## config.mk

```make
export PLATFORM = sky130hd
export DESIGN_NAME = ppu_video_out
export DESIGN_NICKNAME = d
export VERILOG_FILES = /design/src/design/ppu_pkg.sv /design/src/design/ppu_cfg_regs.sv /design/src/design/ppu_video_out.sv /design/src/design/rgb_range_limiter.sv /design/src/design/scanline_emu.sv
export SDC_FILE = /design/constraint.sdc
export NUM_CORES = 1
export LEC_CHECK = 0
export BUFFER_PORTS_ARGS = -buffer_cell sky130_fd_sc_hd__buf_2
export CORE_MARGIN = 5
export CORE_UTILIZATION = 25
export CTS_BUF_LIST = sky130_fd_sc_hd__clkbuf_4
export CTS_CLUSTER_DIAMETER = 40
export CTS_CLUSTER_SIZE = 14
export DETAILED_ROUTE_END_ITERATION = 8
export PLACE_DENSITY = 0.48
export SYNTH_ARGS = -nofsm -noshare
export SYNTH_HDL_FRONTEND = slang
export SYNTH_SLANG_ARGS = --single-unit
```

## constraint.sdc

```tcl
create_clock -name VCLK_Tx -period 6.4 [get_ports VCLK_Tx]
set_clock_uncertainty 0.15 [all_clocks]
set_input_delay 0.32 -clock VCLK_Tx [delete_from_list [all_inputs] [get_ports VCLK_Tx]]
set_output_delay 0.32 -clock VCLK_Tx [all_outputs]
set_load 0.005 [all_outputs]
```

## src/design/ppu_pkg.sv

```systemverilog
// Shared widths, video structs and scanline constants for the video output pipeline
package ppu_pkg;

  // ==================================================
  // Widths
  // ==================================================

  // Bits per colour channel
  localparam int COLOR_W = 8;

  // Relative position inside a scanline period
  localparam int POS_W = 8;

  // Expanded scanline strength
  localparam int SL_STR_W = 8;

  // ==================================================
  // Video and configuration structs
  // ==================================================

  // One pixel with its sync and DE flags
  typedef struct packed {
    logic               vsync;
    logic               hsync;
    logic               de;
    logic [COLOR_W-1:0] red;
    logic [COLOR_W-1:0] green;
    logic [COLOR_W-1:0] blue;
  } video_pixel_t;

  // Pixel position relative to the scanline period
  typedef struct packed {
    logic [POS_W-1:0] hpos_rel;
    logic [POS_W-1:0] vpos_rel;
  } sl_pos_t;

  // Ready-to-use settings of one scanline stage
  typedef struct packed {
    logic                en;
    logic [1:0]          thickness;
    logic [SL_STR_W-1:0] strength;
  } sl_cfg_t;

  // Raw configuration word as it arrives
  typedef struct packed {
    logic       hsl_en;
    logic [1:0] hsl_thickness;
    logic [3:0] hsl_str;
    logic       vsl_en;
    logic [1:0] vsl_thickness;
    logic [3:0] vsl_str;
    logic       h2v_linked;
    logic       limited_rgb;
  } ppu_cfg_t;

  // ==================================================
  // Scanline and pipeline constants
  // ==================================================

  // Threshold drops by one step per thickness level
  localparam int SL_THRESH_STEP = 64;

  // Cycles from the top inputs to the registered outputs
  localparam int PIPE_LATENCY = 7;

  // Position at or above which a pixel belongs to the dark part of the line
  function automatic logic [POS_W-1:0] sl_threshold(input logic [1:0] thickness);
    int unsigned thresh;
    thresh = 192 - thickness * SL_THRESH_STEP;
    return POS_W'(thresh);
  endfunction

endpackage

```

## src/design/ppu_cfg_regs.sv

```systemverilog
// Registers the configuration word and hands each output stage its decoded settings
`timescale 1ns/10ps

module ppu_cfg_regs
  import ppu_pkg::*;
(
  input  logic     VCLK_Tx,
  input  logic     nVRST_Tx,
  input  ppu_cfg_t cfg_i,
  output sl_cfg_t  vsl_cfg_o,
  output sl_cfg_t  hsl_cfg_o,
  output logic     limited_rgb_o
);

  // 4-bit strength to 8-bit multiplier, (s + 1) * 16 - 1
  function automatic logic [SL_STR_W-1:0] expand_str(input logic [3:0] str);
    return {str, 4'hf};
  endfunction

  sl_cfg_t vsl_cfg_next;
  sl_cfg_t hsl_cfg_next;

  // ==================================================
  // Decode
  // ==================================================

  always_comb begin
    hsl_cfg_next.en        = cfg_i.hsl_en;
    hsl_cfg_next.thickness = cfg_i.hsl_thickness;
    hsl_cfg_next.strength  = expand_str(cfg_i.hsl_str);

    // Vertical enable is never linked
    vsl_cfg_next.en = cfg_i.vsl_en;
    if (cfg_i.h2v_linked) begin
      vsl_cfg_next.thickness = cfg_i.hsl_thickness;
      vsl_cfg_next.strength  = expand_str(cfg_i.hsl_str);
    end else begin
      vsl_cfg_next.thickness = cfg_i.vsl_thickness;
      vsl_cfg_next.strength  = expand_str(cfg_i.vsl_str);
    end
  end

  // ==================================================
  // Output registers
  // ==================================================

  // Cleared state means scanlines off and full range
  always_ff @(posedge VCLK_Tx or negedge nVRST_Tx) begin
    if (!nVRST_Tx) begin
      vsl_cfg_o     <= '0;
      hsl_cfg_o     <= '0;
      limited_rgb_o <= 1'b0;
    end else begin
      vsl_cfg_o     <= vsl_cfg_next;
      hsl_cfg_o     <= hsl_cfg_next;
      limited_rgb_o <= cfg_i.limited_rgb;
    end
  end

endmodule

```

## src/design/ppu_video_out.sv

```systemverilog
// Top of the video output half: config decode, two scanline stages and range limiting
`timescale 1ns/10ps

module ppu_video_out
  import ppu_pkg::*;
#(
  parameter int unsigned LIMIT_COEFF  = 220,
  parameter int unsigned LIMIT_OFFSET = 16
) (
  input  logic                 VCLK_Tx,
  input  logic                 nVRST_Tx,
  input  video_pixel_t         pix_i,
  input  sl_pos_t              pos_i,
  input  ppu_cfg_t             cfg_i,
  output logic                 VSYNC_o,
  output logic                 HSYNC_o,
  output logic                 DE_o,
  output logic [3*COLOR_W-1:0] VD_o
);

  sl_cfg_t      vsl_cfg;
  sl_cfg_t      hsl_cfg;
  logic         limited_rgb;
  video_pixel_t vert_pix;
  sl_pos_t      vert_pos;
  video_pixel_t horiz_pix;

  ppu_cfg_regs cfg_regs_u (
    .VCLK_Tx       (VCLK_Tx),
    .nVRST_Tx      (nVRST_Tx),
    .cfg_i         (cfg_i),
    .vsl_cfg_o     (vsl_cfg),
    .hsl_cfg_o     (hsl_cfg),
    .limited_rgb_o (limited_rgb)
  );

  // ==================================================
  // Scanline emulation
  // ==================================================

  // Vertical lines follow the horizontal position
  scanline_emu #(.USE_VPOS(1'b0)) vert_sl_u (
    .VCLK_Tx  (VCLK_Tx),
    .nVRST_Tx (nVRST_Tx),
    .pix_i    (pix_i),
    .pos_i    (pos_i),
    .sl_cfg_i (vsl_cfg),
    .pix_o    (vert_pix),
    .pos_o    (vert_pos)
  );

  scanline_emu #(.USE_VPOS(1'b1)) horiz_sl_u (
    .VCLK_Tx  (VCLK_Tx),
    .nVRST_Tx (nVRST_Tx),
    .pix_i    (vert_pix),
    .pos_i    (vert_pos),
    .sl_cfg_i (hsl_cfg),
    .pix_o    (horiz_pix),
    .pos_o    ()
  );

  rgb_range_limiter #(
    .LIMIT_COEFF  (LIMIT_COEFF),
    .LIMIT_OFFSET (LIMIT_OFFSET)
  ) limiter_u (
    .VCLK_Tx       (VCLK_Tx),
    .nVRST_Tx      (nVRST_Tx),
    .pix_i         (horiz_pix),
    .limited_rgb_i (limited_rgb),
    .VSYNC_o       (VSYNC_o),
    .HSYNC_o       (HSYNC_o),
    .DE_o          (DE_o),
    .VD_o          (VD_o)
  );

endmodule

```

## src/design/rgb_range_limiter.sv

```systemverilog
// Optional limited-range RGB compression with the final registered video outputs
`timescale 1ns/10ps

module rgb_range_limiter
  import ppu_pkg::*;
#(
  parameter int unsigned LIMIT_COEFF  = 220,
  parameter int unsigned LIMIT_OFFSET = 16
) (
  input  logic                 VCLK_Tx,
  input  logic                 nVRST_Tx,
  input  video_pixel_t         pix_i,
  input  logic                 limited_rgb_i,
  output logic                 VSYNC_o,
  output logic                 HSYNC_o,
  output logic                 DE_o,
  output logic [3*COLOR_W-1:0] VD_o
);

  localparam logic [COLOR_W-1:0] COEFF  = COLOR_W'(LIMIT_COEFF);
  localparam logic [COLOR_W-1:0] OFFSET = COLOR_W'(LIMIT_OFFSET);

  logic [COLOR_W-1:0]   ch_in [3];
  logic [2*COLOR_W-1:0] prod  [3];

  // Product with bit 7 kept for rounding
  logic [COLOR_W:0]   prod_s1  [3];
  logic [COLOR_W-1:0] round_s2 [3];

  // Full-range copy and sync run alongside
  video_pixel_t pix_s1;
  video_pixel_t pix_s2;

  assign ch_in[0] = pix_i.red;
  assign ch_in[1] = pix_i.green;
  assign ch_in[2] = pix_i.blue;

  always_comb begin
    for (int i = 0; i < 3; i++) begin
      prod[i] = ch_in[i] * COEFF;
    end
  end

  // ==================================================
  // Multiply, round, offset and output registers
  // ==================================================

  always_ff @(posedge VCLK_Tx or negedge nVRST_Tx) begin
    if (!nVRST_Tx) begin
      for (int i = 0; i < 3; i++) begin
        prod_s1[i]  <= '0;
        round_s2[i] <= '0;
      end
      pix_s1  <= '0;
      pix_s2  <= '0;
      VSYNC_o <= 1'b0;
      HSYNC_o <= 1'b0;
      DE_o    <= 1'b0;
      VD_o    <= '0;
    end else begin
      for (int i = 0; i < 3; i++) begin
        prod_s1[i]  <= prod[i][2*COLOR_W-1:COLOR_W-1];
        // Add the half bit, i.e. (x + 128) / 256
        round_s2[i] <= prod_s1[i][COLOR_W:1] + prod_s1[i][0];
      end
      pix_s1 <= pix_i;
      pix_s2 <= pix_s1;

      VSYNC_o <= pix_s2.vsync;
      HSYNC_o <= pix_s2.hsync;
      DE_o    <= pix_s2.de;
      if (limited_rgb_i)
        VD_o <= {round_s2[0] + OFFSET, round_s2[1] + OFFSET, round_s2[2] + OFFSET};
      else
        VD_o <= {pix_s2.red, pix_s2.green, pix_s2.blue};
    end
  end

endmodule

```

## src/design/scanline_emu.sv

```systemverilog
// One scanline dimming stage, instantiated once per direction in the output pipeline
`timescale 1ns/10ps

module scanline_emu
  import ppu_pkg::*;
#(
  parameter bit USE_VPOS = 1'b0
) (
  input  logic         VCLK_Tx,
  input  logic         nVRST_Tx,
  input  video_pixel_t pix_i,
  input  sl_pos_t      pos_i,
  input  sl_cfg_t      sl_cfg_i,
  output video_pixel_t pix_o,
  output sl_pos_t      pos_o
);

  localparam int PROD_W = COLOR_W + SL_STR_W;

  logic [POS_W-1:0]   sel_pos;
  logic               dim_now;
  logic [COLOR_W-1:0] ch_in [3];
  logic [PROD_W-1:0]  prod  [3];

  // Stage one registers
  video_pixel_t       pix_s1;
  sl_pos_t            pos_s1;
  logic               dim_s1;
  logic [PROD_W-1:0]  prod_s1 [3];

  // Stage two results
  logic [COLOR_W-1:0] ch_s1  [3];
  logic [COLOR_W-1:0] ch_out [3];

  // ==================================================
  // Stage one, threshold compare and products
  // ==================================================

  assign sel_pos = USE_VPOS ? pos_i.vpos_rel : pos_i.hpos_rel;
  assign dim_now = sl_cfg_i.en && pix_i.de && (sel_pos >= sl_threshold(sl_cfg_i.thickness));

  assign ch_in[0] = pix_i.red;
  assign ch_in[1] = pix_i.green;
  assign ch_in[2] = pix_i.blue;

  always_comb begin
    for (int i = 0; i < 3; i++) begin
      prod[i] = ch_in[i] * sl_cfg_i.strength;
    end
  end

  always_ff @(posedge VCLK_Tx or negedge nVRST_Tx) begin
    if (!nVRST_Tx) begin
      pix_s1 <= '0;
      pos_s1 <= '0;
      dim_s1 <= 1'b0;
      for (int i = 0; i < 3; i++) begin
        prod_s1[i] <= '0;
      end
    end else begin
      pix_s1 <= pix_i;
      pos_s1 <= pos_i;
      dim_s1 <= dim_now;
      for (int i = 0; i < 3; i++) begin
        prod_s1[i] <= prod[i];
      end
    end
  end

  // ==================================================
  // Stage two, subtract the scaled product
  // ==================================================

  assign ch_s1[0] = pix_s1.red;
  assign ch_s1[1] = pix_s1.green;
  assign ch_s1[2] = pix_s1.blue;

  // Top bits of the product are c * strength / 256
  always_comb begin
    for (int i = 0; i < 3; i++) begin
      if (dim_s1)
        ch_out[i] = ch_s1[i] - prod_s1[i][PROD_W-1 -: COLOR_W];
      else
        ch_out[i] = ch_s1[i];
    end
  end

  always_ff @(posedge VCLK_Tx or negedge nVRST_Tx) begin
    if (!nVRST_Tx) begin
      pix_o <= '0;
      pos_o <= '0;
    end else begin
      pix_o.vsync <= pix_s1.vsync;
      pix_o.hsync <= pix_s1.hsync;
      pix_o.de    <= pix_s1.de;
      pix_o.red   <= ch_out[0];
      pix_o.green <= ch_out[1];
      pix_o.blue  <= ch_out[2];
      pos_o       <= pos_s1;
    end
  end

endmodule

```

==> results.txt <==
* Internal power: 7.85 mW
- The region available for standard cell placement spans 100000 sq um.
- Crit. End Element: register
- Initial DRT Pass Iterations: 6
- Dividing the detail-routed via count by the number of cells gives 4.06.
* Post-Syn Area: 25200 sq um
* Final Hold Fails: 0
* Initial antenna violation count: 4
* Power share of the clock group: 0.137
* Post-synth top flop: sky130_fd_sc_hd__dfrtp_1
* Reg-to-reg slack, setup: 1.25 ns
- In this run the critical register-to-register path is captured at vert_sl_u.prod_s1[31]$_DFF_PN0_.
- CTS Buf Count: 61
- Largest net degree at the start of global routing: 118
- The tool flagged a number of max-cap violations equal to 0.
- Summing all placed instances gives a cell area of 27300 sq um.
- Clock insertion delay at the later pin of the skew report: 0.85 ns
- Final routed wire length divided by cell count: 12.6 um
* Post-route DRC violation count: 0
* DIE HEIGHT: 328 um
- Synthesis produced a netlist whose cell count is 2388.
* First-pass GRT wire length: 87.4 mm
* Cell variety after synth: 60
* Register area: 8060 sq um
- Final routed wirelength across all metal layers: 49.9 mm
- Each instance of the synthesized netlist takes up on average 10.6 sq um.
* Actual slew at the worst max-slew pin: 0.909 ns
- Placed instance count: 3750
* Yosys warning count: 0
* Final GP Congestion: 0.767
* R2R depth: 16
- Fillcell total: 10500
- Count of boundary I/O pins: 88
* Max Slew Vio Count: 0
- The H-tree was split into 2 levels.
- Result of the run: finished clean
* P_leak: 14.7 nW
* Clock tree buffer depth: 3
* Post-route cell area: 29200 sq um
- Share of cells above drive strength 1: 0.0982
- Minimum clock period: 5.15 ns
- NumNets Final: 3250
- The share of total power dissipated in combinational logic is 0.635.
- Number of enable flip-flop cells after synthesis: 0
- Layout overhead on the synthesized area: 15.7%
* Total grt overflow: 0
- Register bit count reported by yosys: 322
- Of the total power, registers draw 0.228.
* Number of setup violations in the final report: 0
* Launching point of the worst reg2reg path: cfg_regs_u.vsl_cfg_o[3]$_DFF_PN0_
- Worst Setup EP: vert_sl_u.prod_s1[31]$_DFF_PN0_
- Of all flip-flops after synthesis, the portion carrying an async set or reset was 1.00.
- Worst-case headroom to the max-slew limit: 0.394
* Launch point of the critical path: cfg_regs_u.vsl_cfg_o[3]$_DFF_PN0_
* IO Port Bufs: 87
- The number of global-route vias before repair came to 17300.
* Aggregate negative setup slack: 0 ns
- Arrival time of the worst setup path: 5.64 ns
* Antenna violation net count after detailed routing: 0
- For this run, the total global-route usage over all layers was measured as 0.0977.
- The multi-input combinational cells in the finished layout cover a total of 15100 sq um.
- Required time of the worst setup path: 6.89 ns
- The analysis attributes to net switching a power of 6.07 mW.
- The first routing iteration left 495 violations.
- The clock drives 322 sinks.
- After clock tree synthesis, the setup repair step added 0 buffers.
- Initial core utilization: 0.252
- Power density of the placed cells: 477 nW/um^2
- The share of synthesized area in the top cell type comes to 0.319.
* Die width: 328 um
- Final Instance Count excl. Fillers: 3949
- IR analysis of the VDD net gives a maximum drop of 0.000282 V.
- The critical path is of the reg2reg type.
- Largest fanout on the critical path: 24
- Derived from the worst setup path, the maximum achievable clock frequency is 194 MHz.
- The worst setup path is launched from a register.
- Row generation in the floorplan step produced 116 rows.
* TritonCTS clock tree: done
- After clock tree synthesis, the clock-pin slew on the worst setup and hold paths is 0.08 ns.
* Syn Nets: 3043
* Cells taking the most area after synthesis: sky130_fd_sc_hd__dfrtp_1, sky130_fd_sc_hd__fa_1, sky130_fd_sc_hd__ha_1, sky130_fd_sc_hd__inv_1, sky130_fd_sc_hd__and2_1
- Sequential-to-total area share from yosys stat: 0.319
- Unrepaired setup endpoints after global routing: no
- sky130_fd_sc_hd__dfrtp_1 takes more of the synthesized area than any other cell.
- Net switching fraction of the power: 0.436
- The final route contains 16000 vias.
* Sum of net half-perimeters after detailed placement: 39.7 mm
- In this run the worst hold path is classified as in2reg.
- In the finished design, the share of the clock period the worst path needs comes to 0.805.
- Die Outline Area: 107000 sq um
* Clock tree root buffer cell: sky130_fd_sc_hd__clkbuf_4
stage by stage:
stage          setup WS [ns]  hold slack, ns   util  power, mW
2_1_floorplan           1.44          -0.126      -       10.3
3_3_place_gp            1.23           0.182  0.272       12.1
3_5_place_dp            1.22           0.185  0.272       12.2
4_1_cts                 1.21          0.0105  0.291       14.3
5_1_grt                0.899          0.0372  0.291       15.8
6_report                1.25           0.132  0.292       13.9
worst min path at each step:
stage	from	to	slack (ns)	depth (start not counted)
2_1_floorplan	nVRST_Tx	cfg_regs_u.hsl_cfg_o[10]$_DFF_PN0_	-0.13	0
3_3_place_gp	limiter_u.pix_s1[26]$_DFF_PN0_	limiter_u.pix_s2[26]$_DFF_PN0_	0.18	0
3_5_place_dp	vert_sl_u.pix_s1[24]$_DFF_PN0_	vert_sl_u.pix_o[24]$_DFF_PN0_	0.18	0
4_1_cts	pix_i[3]	vert_sl_u.ch_s1[3]$_DFF_PN0_	0.01	2
5_1_grt	pix_i[3]	vert_sl_u.ch_s1[3]$_DFF_PN0_	0.04	2
6_report	pix_i[0]	vert_sl_u.ch_s1[0]$_DFF_PN0_	0.13	2
worst max-delay path, stage by stage (launching register included):
cell and delay, ns:
sky130_fd_sc_hd__dfrtp_1 0.71, sky130_fd_sc_hd__buf_4 0.40, sky130_fd_sc_hd__nand2_1 0.18, sky130_fd_sc_hd__inv_1 0.15
sky130_fd_sc_hd__fa_1 0.43, sky130_fd_sc_hd__fa_1 0.54, sky130_fd_sc_hd__inv_1 0.05, sky130_fd_sc_hd__fa_1 0.46
sky130_fd_sc_hd__fa_1 0.49, sky130_fd_sc_hd__inv_1 0.04, sky130_fd_sc_hd__ha_1 0.35, sky130_fd_sc_hd__nand3_1 0.09
sky130_fd_sc_hd__a211o_1 0.25, sky130_fd_sc_hd__a21oi_1 0.27, sky130_fd_sc_hd__nor2_1 0.09, sky130_fd_sc_hd__a211o_1 0.27
sky130_fd_sc_hd__xnor2_1 0.12
flip-flops by register name, indices dropped and copies added (netlist names), 7 cells and up:
signal	count
horiz_sl_u.pix_o	27
limiter_u.pix_s1	27
limiter_u.pix_s2	27
limiter_u.prod_s1	27
vert_sl_u.pix_o	27
horiz_sl_u.ch_s1	24
horiz_sl_u.prod_s1	24
limiter_u.VD_o	24
limiter_u.round_s2	24
vert_sl_u.ch_s1	24
vert_sl_u.prod_s1	24
cfg_regs_u.vsl_cfg_o	8
vert_sl_u.pos_o	8
vert_sl_u.pos_s1	8
cfg_regs_u.hsl_cfg_o	7
what timing repair did:
action                                 in CTS  in global routing
hold buffers                               80                  0
gates resized for setup                     0                  0
endpoints found under the hold margin     210                  0
power groups by stage:
stage	Clock [mW]	Sequential (mW)	Combinational, mW
2_1_floorplan	0	3.08	7.22
3_3_place_gp	0	3.24	8.88
3_5_place_dp	0	3.24	8.93
4_1_cts	2.03	3.20	9.04
5_1_grt	2.11	3.27	10.4
6_report	1.91	3.18	8.84
cell usage after synthesis (9+ instances only):
| master | number |
|---|---|
| sky130_fd_sc_hd__a211o_1 | 10 |
| sky130_fd_sc_hd__a211oi_1 | 16 |
| sky130_fd_sc_hd__a21o_1 | 14 |
| sky130_fd_sc_hd__a21oi_1 | 61 |
| sky130_fd_sc_hd__and2_1 | 139 |
| sky130_fd_sc_hd__and3_1 | 9 |
| sky130_fd_sc_hd__clkbuf_1 | 34 |
| sky130_fd_sc_hd__dfrtp_1 | 322 |
| sky130_fd_sc_hd__fa_1 | 255 |
| sky130_fd_sc_hd__ha_1 | 339 |
| sky130_fd_sc_hd__inv_1 | 507 |
| sky130_fd_sc_hd__mux2_2 | 34 |
| sky130_fd_sc_hd__nand2_1 | 149 |
| sky130_fd_sc_hd__nand2b_1 | 12 |
| sky130_fd_sc_hd__nand3_1 | 40 |
| sky130_fd_sc_hd__nand4_1 | 10 |
| sky130_fd_sc_hd__nor2_1 | 79 |
| sky130_fd_sc_hd__nor2b_1 | 19 |
| sky130_fd_sc_hd__nor3_1 | 52 |
| sky130_fd_sc_hd__o211ai_1 | 13 |
| sky130_fd_sc_hd__o21a_1 | 25 |
| sky130_fd_sc_hd__o21ai_0 | 37 |
| sky130_fd_sc_hd__or3_1 | 10 |
| sky130_fd_sc_hd__xnor2_1 | 64 |
| sky130_fd_sc_hd__xor2_1 | 44 |
cell type report:
class / count / area share
Antenna cell: 4 / 0.000343
Clock buffer: 65 / 0.0167
Sequential cell: 322 / 0.276
Inverter: 508 / 0.0653
Timing Repair Buffer: 178 / 0.0465
Clock inverter: 50 / 0.0207
Multi-Input combinational cell: 1524 / 0.519
Tap cell: 1298 / 0.0556
metal layers:
metal / track usage / vias to the layer above / wire, um
met5: 0 / - / 0
met4: 0.0212 / 0 / 870
met3: 0.0153 / 60 / 1490
met2: 0.160 / 148 / 22500
met1: 0.137 / 7740 / 25000
li1: - / 8070 / -
kinds of logic after synthesis:
logic type / share of synthesized area
simple gates: 0.112
flops: 0.319
fa+ha+maj: 0.370
buf+inv: 0.0806
other cells: 0.000149
xor+xnor: 0.0375
mux: 0.0164
compound gates: 0.0641
layout by cell type, fill, tap and decap left out, drive strengths merged, types with 6 or more instances in the layout:
| cell type | instances |
|---|---|
| nand4b | 6 |
| nand3b | 8 |
| a211oi | 16 |
| mux2 | 34 |
| a21boi | 8 |
| dlygate4sd3 | 79 |
| nand2 | 149 |
| nand4 | 10 |
| ha | 339 |
| xnor2 | 64 |
| nand3 | 40 |
| clkinvlp | 10 |
| nand2b | 12 |
| o21a | 25 |
| xor2 | 44 |
| buf | 99 |
| dfrtp | 322 |
| o311ai | 6 |
| fa | 255 |
| o41ai | 8 |
| a21o | 14 |
| inv | 521 |
| or3 | 11 |
| a211o | 10 |
| nor2 | 79 |
| nor2b | 19 |
| and3 | 9 |
| bufinv | 10 |
| o21ai | 42 |
| o211ai | 13 |
| clkinv | 17 |
| nor3 | 52 |
| and2 | 139 |
| a21oi | 61 |
| clkbuf | 65 |
(Power assumes the default switching activity.)
